File: src/hdl/opl3_cfg.svh
// ------------------------------
// opl3 slot fetch configuration
// bank, slot and register group constants
// ------------------------------
`ifndef OPL3_CFG_SVH
`define OPL3_CFG_SVH

`define OPL3_NUM_BANKS       2
`define OPL3_OPS_PER_BANK    18
`define OPL3_CHANS_PER_BANK  9

// clocks spent on each operator slot
`define OPL3_SLOT_CYCLES     2

// 0x20..0x35 style groups, holes at 6,7 and 14,15
`define OPL3_OP_MEM_DEPTH    22

`define OPL3_BASE_MULT       8'h20  // am/vib/egt/ksr/mult
`define OPL3_BASE_KSL_TL     8'h40  // ksl/tl
`define OPL3_BASE_FNUM_LO    8'hA0  // f-number low byte
`define OPL3_BASE_KON_BLOCK  8'hB0  // kon, block, f-number high
`define OPL3_BASE_FB_CNT     8'hC0  // feedback, connection

`endif

File: src/hdl/opl3_slot_pkg.sv
// ------------------------------
// opl3 slot fetch types
// index and register payload types
// ------------------------------
`include "opl3_cfg.svh"

package opl3_slot_pkg;

    // slot and channel numbering
    typedef logic [$clog2(`OPL3_NUM_BANKS)-1:0]      bank_t;
    typedef logic [$clog2(`OPL3_OPS_PER_BANK)-1:0]   op_num_t;
    typedef logic [$clog2(`OPL3_CHANS_PER_BANK)-1:0] chan_t;
    typedef logic [$clog2(`OPL3_OP_MEM_DEPTH)-1:0]   op_idx_t;

    // host register port
    typedef logic [7:0] reg_addr_t;
    typedef logic [7:0] reg_data_t;

    // bit bank*3+k pairs channel k with k+3
    typedef logic [`OPL3_NUM_BANKS*3-1:0] conn_sel_t;

    // channel parameter fields
    typedef logic [9:0] fnum_t;
    typedef logic [2:0] block_t;
    typedef logic [2:0] fb_t;

    // stored payloads of the 0xB0 and 0xC0 groups
    typedef logic [4:0] blk_fhi_t;  // {block, fnum[9:8]}
    typedef logic [3:0] fb_cnt_t;   // {fb, cnt}

endpackage

File: src/hdl/bank_mem.sv
// ------------------------------
// banked register memory
// one write port, registered read
// ------------------------------
`include "opl3_cfg.svh"

module bank_mem
    import opl3_slot_pkg::*;
#(
    parameter type data_t = reg_data_t,
    parameter int  depth  = `OPL3_OP_MEM_DEPTH
) (
    input  logic                     clk,
    input  logic                     wr_en,
    input  bank_t                    wr_bank,
    input  logic [$clog2(depth)-1:0] wr_idx,
    input  data_t                    wr_data,
    input  logic                     rd_en,
    input  bank_t                    rd_bank,
    input  logic [$clog2(depth)-1:0] rd_idx,
    output data_t                    rd_data
);

    data_t mem [`OPL3_NUM_BANKS][depth];  // contents undefined until written

    always_ff @(posedge clk) begin
        if (wr_en) begin
            mem[wr_bank][wr_idx] <= wr_data;
        end
    end

    // read data holds between strobes
    always_ff @(posedge clk) begin
        if (rd_en) begin
            rd_data <= mem[rd_bank][rd_idx];
        end
    end

endmodule

File: src/hdl/slot_sequencer.sv
// ------------------------------
// slot sequencer
// sweeps all operator slots per sample
// ------------------------------
`include "opl3_cfg.svh"

module slot_sequencer
    import opl3_slot_pkg::*;
(
    input  logic    clk,
    input  logic    rst_n,
    input  logic    sample_clk_en,
    output logic    rd_en,
    output bank_t   slot_bank,
    output op_num_t slot_op,
    output logic    slot_valid,
    output bank_t   out_bank,
    output op_num_t out_op,
    output logic    sweep_done
);

    localparam int num_slots = `OPL3_NUM_BANKS * `OPL3_OPS_PER_BANK;
    localparam int state_w   = $clog2(num_slots + 1);
    localparam int cyc_w     = (`OPL3_SLOT_CYCLES > 1) ? $clog2(`OPL3_SLOT_CYCLES) : 1;

    logic [state_w-1:0] state;  // 0 = idle, s+1 while serving slot s
    logic [cyc_w-1:0]   cyc;    // cycle within slot
    logic               last_cyc;

    assign last_cyc = (cyc == cyc_w'(`OPL3_SLOT_CYCLES - 1));

    always_ff @(posedge clk) begin
        if (!rst_n) begin
            state <= '0;
            cyc   <= '0;
        end else if (state == '0) begin
            cyc <= '0;
            if (sample_clk_en) begin  // only taken while idle
                state <= state_w'(1);
            end
        end else if (last_cyc) begin
            cyc <= '0;
            if (state == state_w'(num_slots)) begin
                state <= '0;  // back to idle after last slot
            end else begin
                state <= state + 1'b1;
            end
        end else begin
            cyc <= cyc + 1'b1;
        end
    end

    // two banks: states above one bank's worth belong to bank 1
    always_comb begin
        if (state == '0) begin
            slot_bank = '0;
            slot_op   = '0;
        end else if (state > state_w'(`OPL3_OPS_PER_BANK)) begin
            slot_bank = bank_t'(1);
            slot_op   = op_num_t'(state - state_w'(`OPL3_OPS_PER_BANK + 1));
        end else begin
            slot_bank = '0;
            slot_op   = op_num_t'(state - 1'b1);
        end
    end

    assign rd_en = (state != '0) && (cyc == '0);  // first cycle of each slot

    always_ff @(posedge clk) begin
        if (!rst_n) begin
            slot_valid <= 1'b0;
            sweep_done <= 1'b0;
        end else begin
            slot_valid <= rd_en;  // lines up with registered read data
            sweep_done <= slot_valid && out_bank == bank_t'(`OPL3_NUM_BANKS - 1)
                          && out_op == op_num_t'(`OPL3_OPS_PER_BANK - 1);
        end
    end

    always_ff @(posedge clk) begin
        if (rd_en) begin
            out_bank <= slot_bank;
            out_op   <= slot_op;
        end
    end

endmodule

File: src/hdl/operator_regs.sv
// ------------------------------
// operator register groups
// 0x20 and 0x40 bytes per operator slot
// ------------------------------
`include "opl3_cfg.svh"

module operator_regs
    import opl3_slot_pkg::*;
(
    input  logic      clk,
    input  logic      wr_en,
    input  bank_t     wr_bank,
    input  reg_addr_t wr_addr,
    input  reg_data_t wr_data,
    input  logic      rd_en,
    input  bank_t     slot_bank,
    input  op_num_t   slot_op,
    output reg_data_t mult_byte,
    output reg_data_t ksl_tl
);

    reg_addr_t mult_off;
    reg_addr_t ksl_off;
    logic      mult_wr;
    logic      ksl_wr;
    op_idx_t   rd_idx;

    // below-base addresses wrap high and fail the range check
    assign mult_off = wr_addr - reg_addr_t'(`OPL3_BASE_MULT);
    assign ksl_off  = wr_addr - reg_addr_t'(`OPL3_BASE_KSL_TL);
    assign mult_wr  = wr_en && (mult_off < reg_addr_t'(`OPL3_OP_MEM_DEPTH));
    assign ksl_wr   = wr_en && (ksl_off < reg_addr_t'(`OPL3_OP_MEM_DEPTH));

    // slot to register index, skipping the two holes
    always_comb begin
        if (slot_op < op_num_t'(6)) begin
            rd_idx = op_idx_t'(slot_op);
        end else if (slot_op < op_num_t'(12)) begin
            rd_idx = op_idx_t'(slot_op + op_num_t'(2));
        end else begin
            rd_idx = op_idx_t'(slot_op + op_num_t'(4));
        end
    end

    bank_mem #(
        .data_t(reg_data_t),
        .depth (`OPL3_OP_MEM_DEPTH)
    ) i_mult_mem (
        .clk,
        .wr_en  (mult_wr),
        .wr_bank(wr_bank),
        .wr_idx (op_idx_t'(mult_off)),
        .wr_data(wr_data),
        .rd_en  (rd_en),
        .rd_bank(slot_bank),
        .rd_idx (rd_idx),
        .rd_data(mult_byte)
    );

    bank_mem #(
        .data_t(reg_data_t),
        .depth (`OPL3_OP_MEM_DEPTH)
    ) i_ksl_tl_mem (
        .clk,
        .wr_en  (ksl_wr),
        .wr_bank(wr_bank),
        .wr_idx (op_idx_t'(ksl_off)),
        .wr_data(wr_data),
        .rd_en  (rd_en),
        .rd_bank(slot_bank),
        .rd_idx (rd_idx),
        .rd_data(ksl_tl)
    );

endmodule

File: src/hdl/channel_regs.sv
// ------------------------------
// channel register groups
// f-number, block, key-on, feedback per slot
// ------------------------------
`include "opl3_cfg.svh"

module channel_regs
    import opl3_slot_pkg::*;
(
    input  logic      clk,
    input  logic      rst_n,
    input  logic      wr_en,
    input  bank_t     wr_bank,
    input  reg_addr_t wr_addr,
    input  reg_data_t wr_data,
    input  logic      rd_en,
    input  bank_t     slot_bank,
    input  op_num_t   slot_op,
    input  conn_sel_t connection_sel,
    output fnum_t     fnum,
    output block_t    block,
    output logic      kon,
    output fb_t       fb,
    output logic      cnt0,
    output logic      cnt1,
    output logic      use_feedback
);

    localparam int nchan = `OPL3_CHANS_PER_BANK;

    reg_addr_t fnum_off;
    reg_addr_t kon_off;
    reg_addr_t fb_off;
    logic      fnum_wr;
    logic      kon_wr;
    logic      fb_wr;
    chan_t     k;          // op mod 3
    logic [2:0] conn_pos;  // bank*3 + k
    logic      conn_bit;
    chan_t     chan;
    chan_t     cnt1_chan;
    reg_data_t fnum_lo;
    blk_fhi_t  blk_fhi;
    fb_cnt_t   fb_cnt;
    logic [`OPL3_NUM_BANKS-1:0][nchan-1:0] kon_q;

    assign fnum_off = wr_addr - reg_addr_t'(`OPL3_BASE_FNUM_LO);
    assign kon_off  = wr_addr - reg_addr_t'(`OPL3_BASE_KON_BLOCK);
    assign fb_off   = wr_addr - reg_addr_t'(`OPL3_BASE_FB_CNT);
    assign fnum_wr  = wr_en && (fnum_off < reg_addr_t'(nchan));
    assign kon_wr   = wr_en && (kon_off < reg_addr_t'(nchan));
    assign fb_wr    = wr_en && (fb_off < reg_addr_t'(nchan));

    always_comb begin
        k         = chan_t'(slot_op % 3);
        conn_pos  = 3'(slot_bank) * 3'd3 + 3'(k);
        conn_bit  = connection_sel[conn_pos];
        cnt1_chan = '0;
        if (slot_op < op_num_t'(6)) begin
            chan = k;
        end else if (slot_op < op_num_t'(12)) begin
            chan      = conn_bit ? k : k + chan_t'(3);  // 4-op pair reads lower channel
            cnt1_chan = k + chan_t'(3);
        end else begin
            chan = k + chan_t'(6);
        end
    end

    // key-on kept in flops so reset can clear it
    always_ff @(posedge clk) begin
        if (!rst_n) begin
            kon_q <= '0;
            kon   <= 1'b0;
        end else begin
            if (kon_wr) begin
                kon_q[wr_bank][chan_t'(kon_off)] <= wr_data[5];
            end
            if (rd_en) begin
                kon <= kon_q[slot_bank][chan];
            end
        end
    end

    always_ff @(posedge clk) begin
        if (rd_en) begin
            if (slot_op < op_num_t'(3)
                    || (slot_op >= op_num_t'(12) && slot_op < op_num_t'(15))) begin
                use_feedback <= 1'b1;
            end else if (slot_op >= op_num_t'(6) && slot_op < op_num_t'(9)) begin
                use_feedback <= !conn_bit;  // no feedback when acting as 4-op carrier half
            end else begin
                use_feedback <= 1'b0;
            end
        end
    end

    bank_mem #(.data_t(reg_data_t), .depth(nchan)) i_fnum_lo_mem (
        .clk,
        .wr_en  (fnum_wr),
        .wr_bank(wr_bank),
        .wr_idx (chan_t'(fnum_off)),
        .wr_data(wr_data),
        .rd_en  (rd_en),
        .rd_bank(slot_bank),
        .rd_idx (chan),
        .rd_data(fnum_lo)
    );

    bank_mem #(.data_t(blk_fhi_t), .depth(nchan)) i_blk_fhi_mem (
        .clk,
        .wr_en  (kon_wr),
        .wr_bank(wr_bank),
        .wr_idx (chan_t'(kon_off)),
        .wr_data(blk_fhi_t'(wr_data[4:0])),
        .rd_en  (rd_en),
        .rd_bank(slot_bank),
        .rd_idx (chan),
        .rd_data(blk_fhi)
    );

    bank_mem #(.data_t(fb_cnt_t), .depth(nchan)) i_fb_cnt_mem (
        .clk,
        .wr_en  (fb_wr),
        .wr_bank(wr_bank),
        .wr_idx (chan_t'(fb_off)),
        .wr_data(fb_cnt_t'(wr_data[3:0])),
        .rd_en  (rd_en),
        .rd_bank(slot_bank),
        .rd_idx (chan),
        .rd_data(fb_cnt)
    );

    // second copy of cnt so both halves of a 4-op pair read together
    bank_mem #(.data_t(logic), .depth(nchan)) i_cnt1_mem (
        .clk,
        .wr_en  (fb_wr),
        .wr_bank(wr_bank),
        .wr_idx (chan_t'(fb_off)),
        .wr_data(wr_data[0]),
        .rd_en  (rd_en),
        .rd_bank(slot_bank),
        .rd_idx (cnt1_chan),
        .rd_data(cnt1)
    );

    assign fnum  = {blk_fhi[1:0], fnum_lo};
    assign block = blk_fhi[4:2];
    assign fb    = fb_cnt[3:1];
    assign cnt0  = fb_cnt[0];

endmodule

File: src/hdl/slot_fetch_top.sv
// ------------------------------
// slot fetch top
// sequencer plus operator/channel registers
// ------------------------------
`include "opl3_cfg.svh"

module slot_fetch_top
    import opl3_slot_pkg::*;
(
    input  logic      clk,
    input  logic      rst_n,
    input  logic      sample_clk_en,
    input  logic      wr_en,
    input  bank_t     wr_bank,
    input  reg_addr_t wr_addr,
    input  reg_data_t wr_data,
    input  conn_sel_t connection_sel,
    output logic      slot_valid,
    output bank_t     out_bank,
    output op_num_t   out_op,
    output reg_data_t mult_byte,
    output reg_data_t ksl_tl,
    output fnum_t     fnum,
    output block_t    block,
    output logic      kon,
    output fb_t       fb,
    output logic      cnt0,
    output logic      cnt1,
    output logic      use_feedback,
    output logic      sweep_done
);

    logic    rd_en;      // first cycle of each slot
    bank_t   slot_bank;
    op_num_t slot_op;

    slot_sequencer i_seq (
        .clk,
        .rst_n,
        .sample_clk_en,
        .rd_en,
        .slot_bank,
        .slot_op,
        .slot_valid,
        .out_bank,
        .out_op,
        .sweep_done
    );

    operator_regs i_op_regs (
        .clk,
        .wr_en,
        .wr_bank,
        .wr_addr,
        .wr_data,
        .rd_en,
        .slot_bank,
        .slot_op,
        .mult_byte,
        .ksl_tl
    );

    channel_regs i_ch_regs (
        .clk,
        .rst_n,
        .wr_en,
        .wr_bank,
        .wr_addr,
        .wr_data,
        .rd_en,
        .slot_bank,
        .slot_op,
        .connection_sel,
        .fnum,
        .block,
        .kon,
        .fb,
        .cnt0,
        .cnt1,
        .use_feedback
    );

endmodule

File: config.mk
export PLATFORM = sky130hd
export DESIGN_NAME = slot_fetch_top
export DESIGN_NICKNAME = d
export VERILOG_FILES = /design/src/hdl/opl3_slot_pkg.sv /design/src/hdl/bank_mem.sv /design/src/hdl/slot_sequencer.sv /design/src/hdl/operator_regs.sv /design/src/hdl/channel_regs.sv /design/src/hdl/slot_fetch_top.sv
export VERILOG_INCLUDE_DIRS = /design/src /design/src/hdl
export SDC_FILE = /design/constraint.sdc
export NUM_CORES = 1
export LEC_CHECK = 0
export ABC_AREA = 1
export ABC_CLOCK_PERIOD_IN_PS = 10690
export BUFFER_PORTS_ARGS = -buffer_cell sky130_fd_sc_hd__buf_4
export CAP_MARGIN = 20
export CORE_UTILIZATION = 62
export CTS_CLUSTER_SIZE = 12
export DETAILED_ROUTE_END_ITERATION = 8
export HOLD_SLACK_MARGIN = 0.12
export PLACE_DENSITY = 0.79
export SLEW_MARGIN = 20
export SYNTH_ARGS = -nofsm -noshare
export SYNTH_HDL_FRONTEND = slang
export SYNTH_SLANG_ARGS = --single-unit
File: constraint.sdc
create_clock -name clk -period 10.69 [get_ports clk]
set_input_delay 0.5345 -clock clk [delete_from_list [all_inputs] [get_ports clk]]
set_output_delay 0.5345 -clock clk [all_outputs]
set_load 0.03 [all_outputs]
---- Word level (Yosys, flattened, before mapping) ----
Memories as Yosys holds them, arrays and structs flattened.
Cells that the tools add are included.
word-level totals
  input bits .............................. 27
  flip-flop bits (word level) ............. 69
  logic and storage cells ................. 176
  output and inout bits ................... 44
  memory bits (writable) .................. 1028
  memories kept ........................... 6
memory list
  name                         words  bits a word  read ports  clocked after Yosys merged registers in  write ports  RTL line        text
  i_op_regs.i_ksl_tl_mem.mem   2      176          1           0                                        1            bank_mem.sv:24  data_t mem [`OPL3_NUM_BANKS][depth];
  i_op_regs.i_mult_mem.mem     2      176          1           0                                        1            bank_mem.sv:24
  i_ch_regs.i_fnum_lo_mem.mem  2      72           1           0                                        1            bank_mem.sv:24
  i_ch_regs.i_blk_fhi_mem.mem  2      45           1           0                                        1            bank_mem.sv:24
  i_ch_regs.i_fb_cnt_mem.mem   2      36           1           0                                        1            bank_mem.sv:24
  i_ch_regs.i_cnt1_mem.mem     2      9            1           0                                        1            bank_mem.sv:24
operators by class
  equality and inequality tests ........... 3
  multiply operators ...................... 1
  mux-type cells .......................... 68
  div/mod/pow operators ................... 1
  reductions and logical operators ........ 24
  $add $sub $neg .......................... 14
  $lt $le $gt $ge ......................... 33
  bitwise gates (word level) .............. 10
operators with widths
  kind                                                    count
  two-way mux 176 bit                                     2
  binary-select mux 8 bit (select 5 bit)                  2
  demux 8 bit (select 5 bit)                              2
  two-way mux 72 bit                                      1
  two-way mux 8 bit                                       9
  two-way mux 45 bit                                      1
  two-way mux 36 bit                                      1
  two-way mux 9 bit                                       4
  two-way mux 5 bit                                       7
  binary-select mux 8 bit (select 4 bit)                  1
  demux 8 bit (select 4 bit)                              1
  remainder unit 5 x 2 -> 32 bit (second input constant)  1
  two-way mux 4 bit                                       8
  >= comparator 5 bit (second input constant)             5
  inverter 4 -> 5 bit                                     5
  < comparator 8 x 4 -> 1 bit (second input constant)     3
  two-way mux 6 bit                                       4
  subtractor 8 bit (second input constant)                3
  binary-select mux 5 bit (select 4 bit)                  1
  demux 5 bit (select 4 bit)                              1
  bitwise mux 18 bit                                      1
  >= comparator 6 bit (second input constant)             3
  inverter 5 -> 6 bit                                     3
  logical AND 1 bit                                       17
  44 further kinds                                        68

---- Logic depth before layout (Yosys ltp) ----
Gate-level depths: netlist of run 1.
  depth in word-level cells ............... 14
  gate-level depth with buffers ........... 64
  depth with buffers taken out ............ 58

---- By module ----
A second synthesis of run 1 with hierarchy kept.
second synthesis, totals
  cells, all modules ...................... 4832
  area total of the unflattened synthesis .. 49100.8 µm²
modules (own cells, without submodules)
  module                                 cells each  instances  sequential area each (µm²)  area an instance (µm²)
  bank_mem (i_op_regs.i_ksl_tl_mem ...)  1378        2          10810.4                     15202.1
  bank_mem (i_ch_regs.i_fnum_lo_mem)     654         1          4564.4                      6667.6
  bank_mem (i_ch_regs.i_blk_fhi_mem)     429         1          2852.7                      4240.3
  bank_mem (i_ch_regs.i_fb_cnt_mem)      350         1          2282.2                      3447.1
  channel_regs                           364         1          410.4                       2242.2
  bank_mem (i_ch_regs.i_cnt1_mem)        121         1          570.5                       997.2
  slot_sequencer                         110         1          360.3                       870.8
  operator_regs                          48          1          0.0                         231.5

---- Worst setup path after synthesis of run 1 ----
No wires, ideal clock.
  path type ............................... reg-to-reg
  from .................................... reg i_seq.state[0]
  to ...................................... reg i_ch_regs.i_blk_fhi_mem.rd_data[4] (netlist bit), data pin
  path slack .............................. 2.217 ns
  arrival ................................. 8.220 ns
  cell stages (with the launch flop) ...... 60
  required time ........................... 10.437 ns
  setup time .............................. 0.253 ns
  clock period less this slack ............ 8.473 ns
  path buffers ............................ 6
  path through ............................ dfxtp_1 inv_1 ha_1 inv_1 nand2_1 nand3_2 nand2_1 clkbuf_1 buf_1 clkbuf_1 buf_1 inv_1 fa_1 xor2_1 nand2_2 inv_2 ha_1 inv_1 [24 not listed] inv_1 ha_1 fa_1 inv_1 a32oi_1 inv_1 nand3_4 nand2_4 nand2_1 nand3_2 nand2_1 nand2_1 buf_6 buf_2 o21ai_0 o21ai_1 nand2_1 nand2_1
on the way
  cells in the longest elaborated chain, start to end .. 14
  elaborated cells between the ends (all ways) .. 25
  those cells by class .................... 5 x add/sub; 1 x mul; 1 x div; 3 x order compare; 12 x mux; 1 x bitwise; 1 x reduce/logical; 1 x memory
ends and longest elaborated chain
  element                                                    RTL line              text
  from (decl)                                                slot_sequencer.sv:26  logic [state_w-1:0] state;
  from (signal assigned)                                     slot_sequencer.sv:39  state <= state_w'(1);
  from (signal assigned)                                     slot_sequencer.sv:46  state <= state + 1'b1;
  subtractor 5 x 1 -> 5 bit, or another cell as far along    slot_sequencer.sv:63  slot_op = op_num_t'(state - 1'b1);
  two-way mux 5 bit                                          slot_sequencer.sv:58  end else if (state > state_w'(`OPL3_OPS_PER_BANK)) begin
  two-way mux 5 bit (*)                                      slot_sequencer.sv:55  if (state == '0) begin
  via i_ch_regs.slot_op[2]                                   channel_regs.sv:18    input op_num_t slot_op,
  remainder unit 5 x 2 -> 32 bit                             channel_regs.sv:55    k = chan_t'(slot_op % 3);
  adder 3 bit                                                channel_regs.sv:56    conn_pos = 3'(slot_bank) * 3'd3 + 3'(k);
  binary-select mux 1 bit (select 3 bit)                     channel_regs.sv:57    conn_bit = connection_sel[conn_pos];
  two-way mux 1 bit (implied by the code)                    channel_regs.sv:57
  two-way mux 4 bit                                          channel_regs.sv:62    chan = conn_bit ? k : k + chan_t'(3);
  two-way mux 4 bit                                          channel_regs.sv:61    end else if (slot_op < op_num_t'(12)) begin
  two-way mux 4 bit (*)                                      channel_regs.sv:59    if (slot_op < op_num_t'(6)) begin
  inverter 4 -> 5 bit (implied by the code) (*)              bank_mem.sv:35        rd_data <= mem[rd_bank][rd_idx];
  binary-select mux 5 bit (select 4 bit) (*)                 bank_mem.sv:35
  two-way mux 5 bit (implied by the code) (*) (2 in series)  bank_mem.sv:35
  to (signal assigned)                                       bank_mem.sv:35
  to (decl)                                                  bank_mem.sv:21        output data_t rd_data
Mark *: on every way through the listed nets, which the timed path passes. The rest lies on a longest branch. The select of a mux whose other input is x is not followed.
A chain may end at the register's enable or synchronous reset.

---- Worst setup path in the final report of run 1 ----
  from .................................... reg i_seq.state[0]
  to ...................................... reg i_ch_regs.i_fb_cnt_mem.rd_data[3] (netlist bit), data pin
on the way
  cells in the longest elaborated chain, start to end .. 14
  elaborated cells between the ends (all ways) .. 25
  those cells by class .................... 5 x add/sub; 1 x mul; 1 x div; 3 x order compare; 12 x mux; 1 x bitwise; 1 x reduce/logical; 1 x memory
ends and longest elaborated chain
  element                                                    RTL line
  subtractor 5 x 1 -> 5 bit, or another cell as far along    slot_sequencer.sv:63
  two-way mux 5 bit                                          slot_sequencer.sv:58
  two-way mux 5 bit (*)                                      slot_sequencer.sv:55
  via i_ch_regs.slot_op[2]                                   channel_regs.sv:18
  remainder unit 5 x 2 -> 32 bit                             channel_regs.sv:55
  adder 3 bit                                                channel_regs.sv:56
  binary-select mux 1 bit (select 3 bit)                     channel_regs.sv:57
  two-way mux 1 bit (implied by the code)                    channel_regs.sv:57
  two-way mux 4 bit                                          channel_regs.sv:62
  two-way mux 4 bit                                          channel_regs.sv:61
  two-way mux 4 bit (*)                                      channel_regs.sv:59
  inverter 4 -> 5 bit (implied by the code) (*)              bank_mem.sv:35
  binary-select mux 4 bit (select 4 bit) (*)                 bank_mem.sv:35
  two-way mux 4 bit (implied by the code) (*) (2 in series)  bank_mem.sv:35
  to (signal assigned)                                       bank_mem.sv:35
  to (decl)                                                  bank_mem.sv:21
Marked as above.

==> results of run 1 <==
-- layout make-up --
cell class | instances | area share (%)
antenna | 3 | 0.0152
clock buffer | 151 | 5.89
clock inverter | 22 | 0.294
inverter | 114 | 0.888
multi-input combinational | 2356 | 23.7
sequential | 1079 | 65.2
tap | 950 | 2.41
timing repair buffer | 101 | 1.60
-- kinds of logic after synthesis --
kind of cell / count (synthesis) / share of synthesized area, %
and+or+nand+nor: 1463 / 13.1
DFF: 1079 / 71.2
AOI/OAI and AO/OA: 783 / 10.1
buffers and inverters: 342 / 3.01
muxes: 78 / 1.73
adders and majority gates: 24 / 0.699
xor gates and xnor gates: 8 / 0.172
-- tightest hold or removal path: cells and delay by family --
kind | cells | cell delay [ns]
compound gates | 2 | 0.13
buf+inv | 1 | 0.18
-- final timing paths --
kind	start	endpoint	slack (ns)	cells after the start
setup / recovery	i_seq.state[0]$_SDFFE_PN0P_	i_ch_regs.i_fb_cnt_mem.rd_data[3]$_DFFE_PP_	1.29	54
hold / removal	rst_n	i_ch_regs.kon_q[10]$_SDFFE_PN0P_	0.24	3
setup reg to reg	i_seq.state[0]$_SDFFE_PN0P_	i_ch_regs.i_fb_cnt_mem.rd_data[3]$_DFFE_PP_	1.29	54
hold reg to reg	i_seq.slot_valid$_SDFF_PN0_	i_seq.sweep_done$_SDFF_PN0_	0.47	2
-- layer usage --
metal  wire, um  share of wire, %  global-route usage (%)  up-vias
met3      11800                11                    4.99      275
li1           -                 -                       -    13500
met2      52000                47                    47.0     1857
met1      43300                39                    42.4    14500
met4       4020               3.6                    11.1        4
met5         28             0.025                       0        -
-- stage by stage --
stage               power, mW  util, %  worst slack, ns  cell area, um^2
finish                   12.1     68.7             1.29            49300
global route             12.6     68.7            0.201            49300
CTS                      12.0     68.7             1.29            49300
detailed placement       8.65     64.4             1.32            46200
global placement         8.58     64.4             1.70            46200
floorplan                7.58        -             2.22            45100
-- report_power, final --
part	total [mW]	internal (mW)	switching, mW
sequential	4.86	4.81	0.0520
combinational	3.82	1.04	2.78
clock	3.37	1.87	1.50
-- layout by cell type (no fill, tap or decap), drive strengths merged, types with 6 or more instances in the layout --
cell / netlist / layout
clkinv: 2 / 21
nand3: 124 / 124
nand4: 9 / 9
edfxtp: 1051 / 1051
o21ai: 481 / 481
o211ai: 57 / 57
a221oi: 6 / 6
buf: 36 / 101
ha: 22 / 22
o22ai: 108 / 108
a311oi: 6 / 6
mux2i: 78 / 78
a32o: 10 / 10
inv: 112 / 115
nor2: 589 / 589
o221ai: 46 / 46
a21oi: 54 / 54
o32ai: 10 / 10
nor3: 14 / 14
xor2: 6 / 6
clkbuf: 192 / 151
dfxtp: 28 / 28
nand2: 720 / 720
-- sequential cells by signal, summed over array words and instances, names as in the netlist --
name,count
i_ch_regs.i_cnt1_mem.rd_data,1
i_op_regs.i_ksl_tl_mem.mem,352
i_ch_regs.use_feedback,1
i_ch_regs.kon_q,18
i_ch_regs.i_blk_fhi_mem.rd_data,5
i_op_regs.i_ksl_tl_mem.rd_data,8
i_op_regs.i_mult_mem.rd_data,8
i_ch_regs.i_fnum_lo_mem.mem,144
i_op_regs.i_mult_mem.mem,352
i_seq.out_bank,1
i_ch_regs.kon,1
i_seq.cyc,1
i_seq.out_op,5
i_seq.state,6
i_seq.slot_valid,1
i_ch_regs.i_fb_cnt_mem.mem,72
i_ch_regs.i_blk_fhi_mem.mem,90
i_ch_regs.i_fnum_lo_mem.rd_data,8
i_ch_regs.i_fb_cnt_mem.rd_data,4
i_seq.sweep_done,1
==> qor.yml, run 1 <==
critical_path:
  cp.required_ns: 11.22
  cp_common_cell: "nand2_1"
  start_kind: "register"
  arrival_ns: 9.93
  crit_fanout: 25
  critPathCaptureType: "register"
  cp_top_family: "simple AND/OR/NAND/NOR gates"
  slowest_stage: "inv_1"
  critPathKind: "reg2reg"
  max_stage_delay_ns: 0.79
  path_buf_inv: 11
clock_network:
  worstSkewPairLatency_ns: 0.68
  post_cts_buffers: 0
  htreeDepth: 3
  cts_buffer_depth: 3
  post_cts_resized: 0
  cts-root-buf: "clkbuf_16"
  cts_buffers: 106
  cts_tree: "yes"
  hold_buffers: 0
  clock-sinks: 1079
  path_clk_slew_ns: 0.06
power_and_ir_drop:
  power_leakage_nw: 17.3
  powerDensity_nw_per_um2: 244
  ir_worst_vdd_mv: 0.440
route:
  vias_per_cell: 6.32
  vias: 30200
  drc_errors: 0
  first_iter_violations: 4315
  ant_nets: 0
  wl_um: 111000
  wire_per_inst_um: 23.2
  drtPass1Iterations: 6
floorplanning:
  row_count: 98
  die_w_um: 272
  initial_utilization_pct: 62.9
  die_y_um: 272
  core_area_um2: 71700
  dieArea_um2: 73900
  ioPinCount: 71
synth:
  seq_area_frac_synth_pct: 71.2
  avgSynthCellArea_um2: 11.9
  yosys.area.top_type: "edfxtp_1"
  yosysMostFrequentCell: "edfxtp_1"
  synth-seq-cells: 1079
  yosys.area.top_type_share_pct: 69.9
  synth_cells: 3777
  yosysWarningCount: 0
  synth_fp_nets: 3828
  synthesis.area_um2: 45100
  synthTopCellsByCount: "edfxtp_1 (1051), nand2_1 (705), nor2_1 (581)"
  synthArstFlopShare_pct: 0
  synth-edff-count: 1051
  ys_top_cells_by_area: "edfxtp_1 (70%), nand2_1 (5.9%), nor2_1 (4.8%)"
  synthFlopType: "edfxtp_1"
  yosysUniqueCellTypes: 52
placement:
  place_congestion: 0.928
  placed_cells: 4600
  dp_hpwl_um: 63700
  io_buffers: 70
global_route:
  grt_pass1_vias: 28600
  grt_overflow: 0
  grt_max_degree: 197
  grt_usage_pct: 29.9
  antenna_found_initial: 5
  grt_pass1_wl_um: 167000
run_status:
  outcome: "completed"
sta:
  finalHoldViolations: 0
  setup_viol: 0
  relSlewSlack_pct: 25.9
  layout_min_cycle_time_ns: 9.40
  fin_setup_tns_ns: 0
  period_share_pct: 88.0
  fmax_mhz: 106
  rsz0062_at_grt: "false"
  tightest_slew_ns: 1.11
  finalClockSkew_ns: 0.0264
  finalMaxSlewViolations: 0
  hold_ws_ns: 0.236
cells_and_area:
  regArea_um2: 32100
  multi_input_comb_area_um2: 11700
  nets: 3809
  drive_above_1_share_pct: 7.69
  finalNonFillerCells: 4776
  area_delta_synth_final_pct: 9.23
  n_fill_cell: 4790
hold_path:
  hold_class: "in2reg"
run:
  cap_violations: 0
(Power assumes the default switching activity.)
==> run 2: changes to the inputs <==
Settings changed: ABC_CLOCK_PERIOD_IN_PS 10690 to 7870, CORE_UTILIZATION 62 to 57, PLACE_DENSITY 0.79 to 0.75.
Clock period 10.69 ns to 7.87 ns, I/O delays scaled along.
==> run 2 against run 1 <==
Net effect: maximum frequency increased by 24%; flip-flop and latch count unchanged; wire length increased by 1.6%; global-route usage decreased by 2.4 points; worst setup slack got worse by 0.98 ns; clock skew increased by 0.0077 ns; clock power increased by 36%; critical endpoint is now i_ch_regs.i_fnum_lo_mem.rd_data[7]$_DFFE_PP_.
==> qor.yml, run 2 (same netlist as run 1, synthesis figures left out) <==
run_status:
  outcome: "completed"
clock_network:
  cts-root-buf: "clkbuf_16"
  worstSkewPairLatency_ns: 0.68  # about the same
  cts_tree: "yes"
  path_clk_slew_ns: 0.06  # about the same
  cts_buffers: 106  # unchanged
  htreeDepth: 3  # unchanged
  cts_buffer_depth: 3  # unchanged
  clock-sinks: 1079  # unchanged
global_route:
  grt_overflow: 0  # unchanged
  antenna_found_initial: 4  # -1
  grt_pass1_wl_um: 169000  # +1.4%
  grt_max_degree: 206  # +4.6%
  grt_usage_pct: 27.5  # -2.4 points
  grt_pass1_vias: 28400  # -0.50%
critical_path:
  timing.rr.end: "i_ch_regs.i_fnum_lo_mem.rd_data[7]$_DFFE_PP_"
  arrival_ns: 8.08  # -1.85 ns
  critPathCaptureType: "register"
  crit_fanout: 19  # -24%
  critPathKind: "reg2reg"
  crit_cells: 50  # -7.4%
  path_buf_inv: 9  # -2
  reg2regPathDepth: 50  # -7.4%
  rrSetupSlack_ns: 0.31  # -0.98 ns
  start_kind: "register"
  cp_common_cell: "nand2_1"
  cp_top_family: "simple AND/OR/NAND/NOR gates"
  cp.required_ns: 8.38  # -2.84 ns
  slowest_stage: "fa_1"
  reg2reg_from: "i_seq.state[2]$_SDFFE_PN0P_"
  max_stage_delay_ns: 0.49  # -0.30 ns
sta:
  finalClockSkew_ns: 0.0341  # +0.00770 ns
  finalHoldViolations: 0  # unchanged
  tightest_slew_ns: 1.12  # +0.00694 ns
  fmax_mhz: 132  # +24%
  fin_setup_tns_ns: 0  # unchanged
  fin_ws_ns: 0.307  # -0.979 ns
  layout_min_cycle_time_ns: 7.56  # -1.84 ns
  setup_viol: 0  # unchanged
  period_share_pct: 96.1  # +8.1 points
  relSlewSlack_pct: 25.5  # -0.46 points
  finalMaxSlewViolations: 0  # unchanged
  hold_ws_ns: 0.154  # -0.0819 ns
cells_and_area:
  drive_above_1_share_pct: 9.32  # +1.6 points
  post-route-util_pct: 64.2  # -4.5 points
  fin_area_um2: 50000  # +1.4%
  reg_top3: "i_op_regs.i_ksl_tl_mem.mem x352, i_op_regs.i_mult_mem.mem x352, i_ch_regs.i_fnum_lo_mem.mem x144"
  area_delta_synth_final_pct: 10.7
  mostFrequentLayoutCells: "edfxtp_1 (1051), nand2_1 (697), nor2_1 (579), o21ai_0 (413), buf_4 (127)"
  final_common_cell: "edfxtp_1"
  nets: 3852  # +1.1%
route:
  vias: 30100  # -0.49%
  ant_nets: 0  # unchanged
  wire_per_inst_um: 23.0  # -1.1%
  drtPass1Iterations: 6  # unchanged
  first_iter_violations: 3640  # -16%
  vias_per_cell: 6.13  # -3.1%
  wl_um: 113000  # +1.6%
  drc_errors: 0  # unchanged
placement:
  dp_hpwl_um: 65000  # +2.1%
  io_buffers: 70  # unchanged
  dpl_cell_area_um2: 46500  # +0.59%
  place_congestion: 0.895  # -3.5%
  dpl_worst_slack_ns: 0.0195  # -1.30 ns
run:
  cap_violations: 0  # unchanged
hold_path:
  worst_hold_path.num_cells: 1  # -2
  holdPathEnd: "i_ch_regs.i_fnum_lo_mem.mem[1][6]$_DFFE_PP_"
  hold_class: "in2reg"
  worst_hold_startpoint: "wr_data[6]"
floorplanning:
  dieArea_um2: 80300  # +8.7%
  core_area_um2: 77800  # +8.5%
  row_count: 102  # +4.1%
  ioPinCount: 71  # unchanged
  die_w_um: 283  # +4.3%
  initial_utilization_pct: 58.0  # -4.9 points
  die_y_um: 283  # +4.3%
power_and_ir_drop:
  power_leakage_nw: 17.5  # +1.2%
  powerDensity_nw_per_um2: 341  # +40%
  ir_worst_vdd_mv: 0.370  # -16%
run 2: how the worst max path moves through the flow:
stage	from	endpoint	slack [ns]
after floorplan	i_seq.state[0]$_SDFFE_PN0P_	i_ch_regs.i_blk_fhi_mem.rd_data[4]$_DFFE_PP_	0.02
after global placement	i_seq.state[0]$_SDFFE_PN0P_	i_ch_regs.i_blk_fhi_mem.rd_data[2]$_DFFE_PP_	0.27
after detailed placement	i_seq.state[0]$_SDFFE_PN0P_	i_ch_regs.i_fnum_lo_mem.rd_data[6]$_DFFE_PP_	0.02
after CTS	i_seq.state[0]$_SDFFE_PN0P_	i_ch_regs.i_fnum_lo_mem.rd_data[6]$_DFFE_PP_	0.01
after global routing	i_seq.state[0]$_SDFFE_PN0P_	i_ch_regs.i_fnum_lo_mem.rd_data[2]$_DFFE_PP_	-0.14
final	i_seq.state[2]$_SDFFE_PN0P_	i_ch_regs.i_fnum_lo_mem.rd_data[7]$_DFFE_PP_	0.31
run 2: cell type report:
class | count | area, um^2
Inverter | 114 | 444
Antenna cell | 4 | 10.0
Fill cell | 5723 | 27900
Clock buffer | 144 | 2860
Sequential cell | 1079 | 32100
Multi-Input combinational cell | 2359 | 11900
Tap cell | 1040 | 1300
Timing Repair Buffer | 141 | 1190
Clock inverter | 24 | 179
run 2: what timing repair did:
item                       CTS  global route
hold endpoints to repair    29             0
pin swaps                    0            16
gates cloned                 0             5
setup buffers                0            16
hold buffers                 2             0
gates resized for setup      2            46
setup endpoints to repair    9            18
run 2: per-layer routing:
layer	share of wire [%]	GRT usage [%]	up-vias
li1	-	-	13600
met1	41	40.0	14600
met2	47	42.5	1616
met3	9.7	4.20	218
met4	3.0	9.78	2
met5	0.0080	0	-
run 2: per-stage QoR:
step / power [mW] / std cells
after global routing: 17.7 / 4903
after floorplan: 10.3 / 3777
after CTS: 16.4 / 4879
after global placement: 11.8 / 4709
final: 17.0 / 4905
after detailed placement: 11.9 / 4709
run 2: power breakdown:
| group | internal [mW] | switching, mW | total, mW |
|---|---|---|---|
| Combinational | 1.87 | 3.97 | 5.84 |
| Sequential | 6.54 | 0.0780 | 6.62 |
| Clock | 2.54 | 2.04 | 4.58 |
| Total | 10.9 | 6.09 | 17.0 |
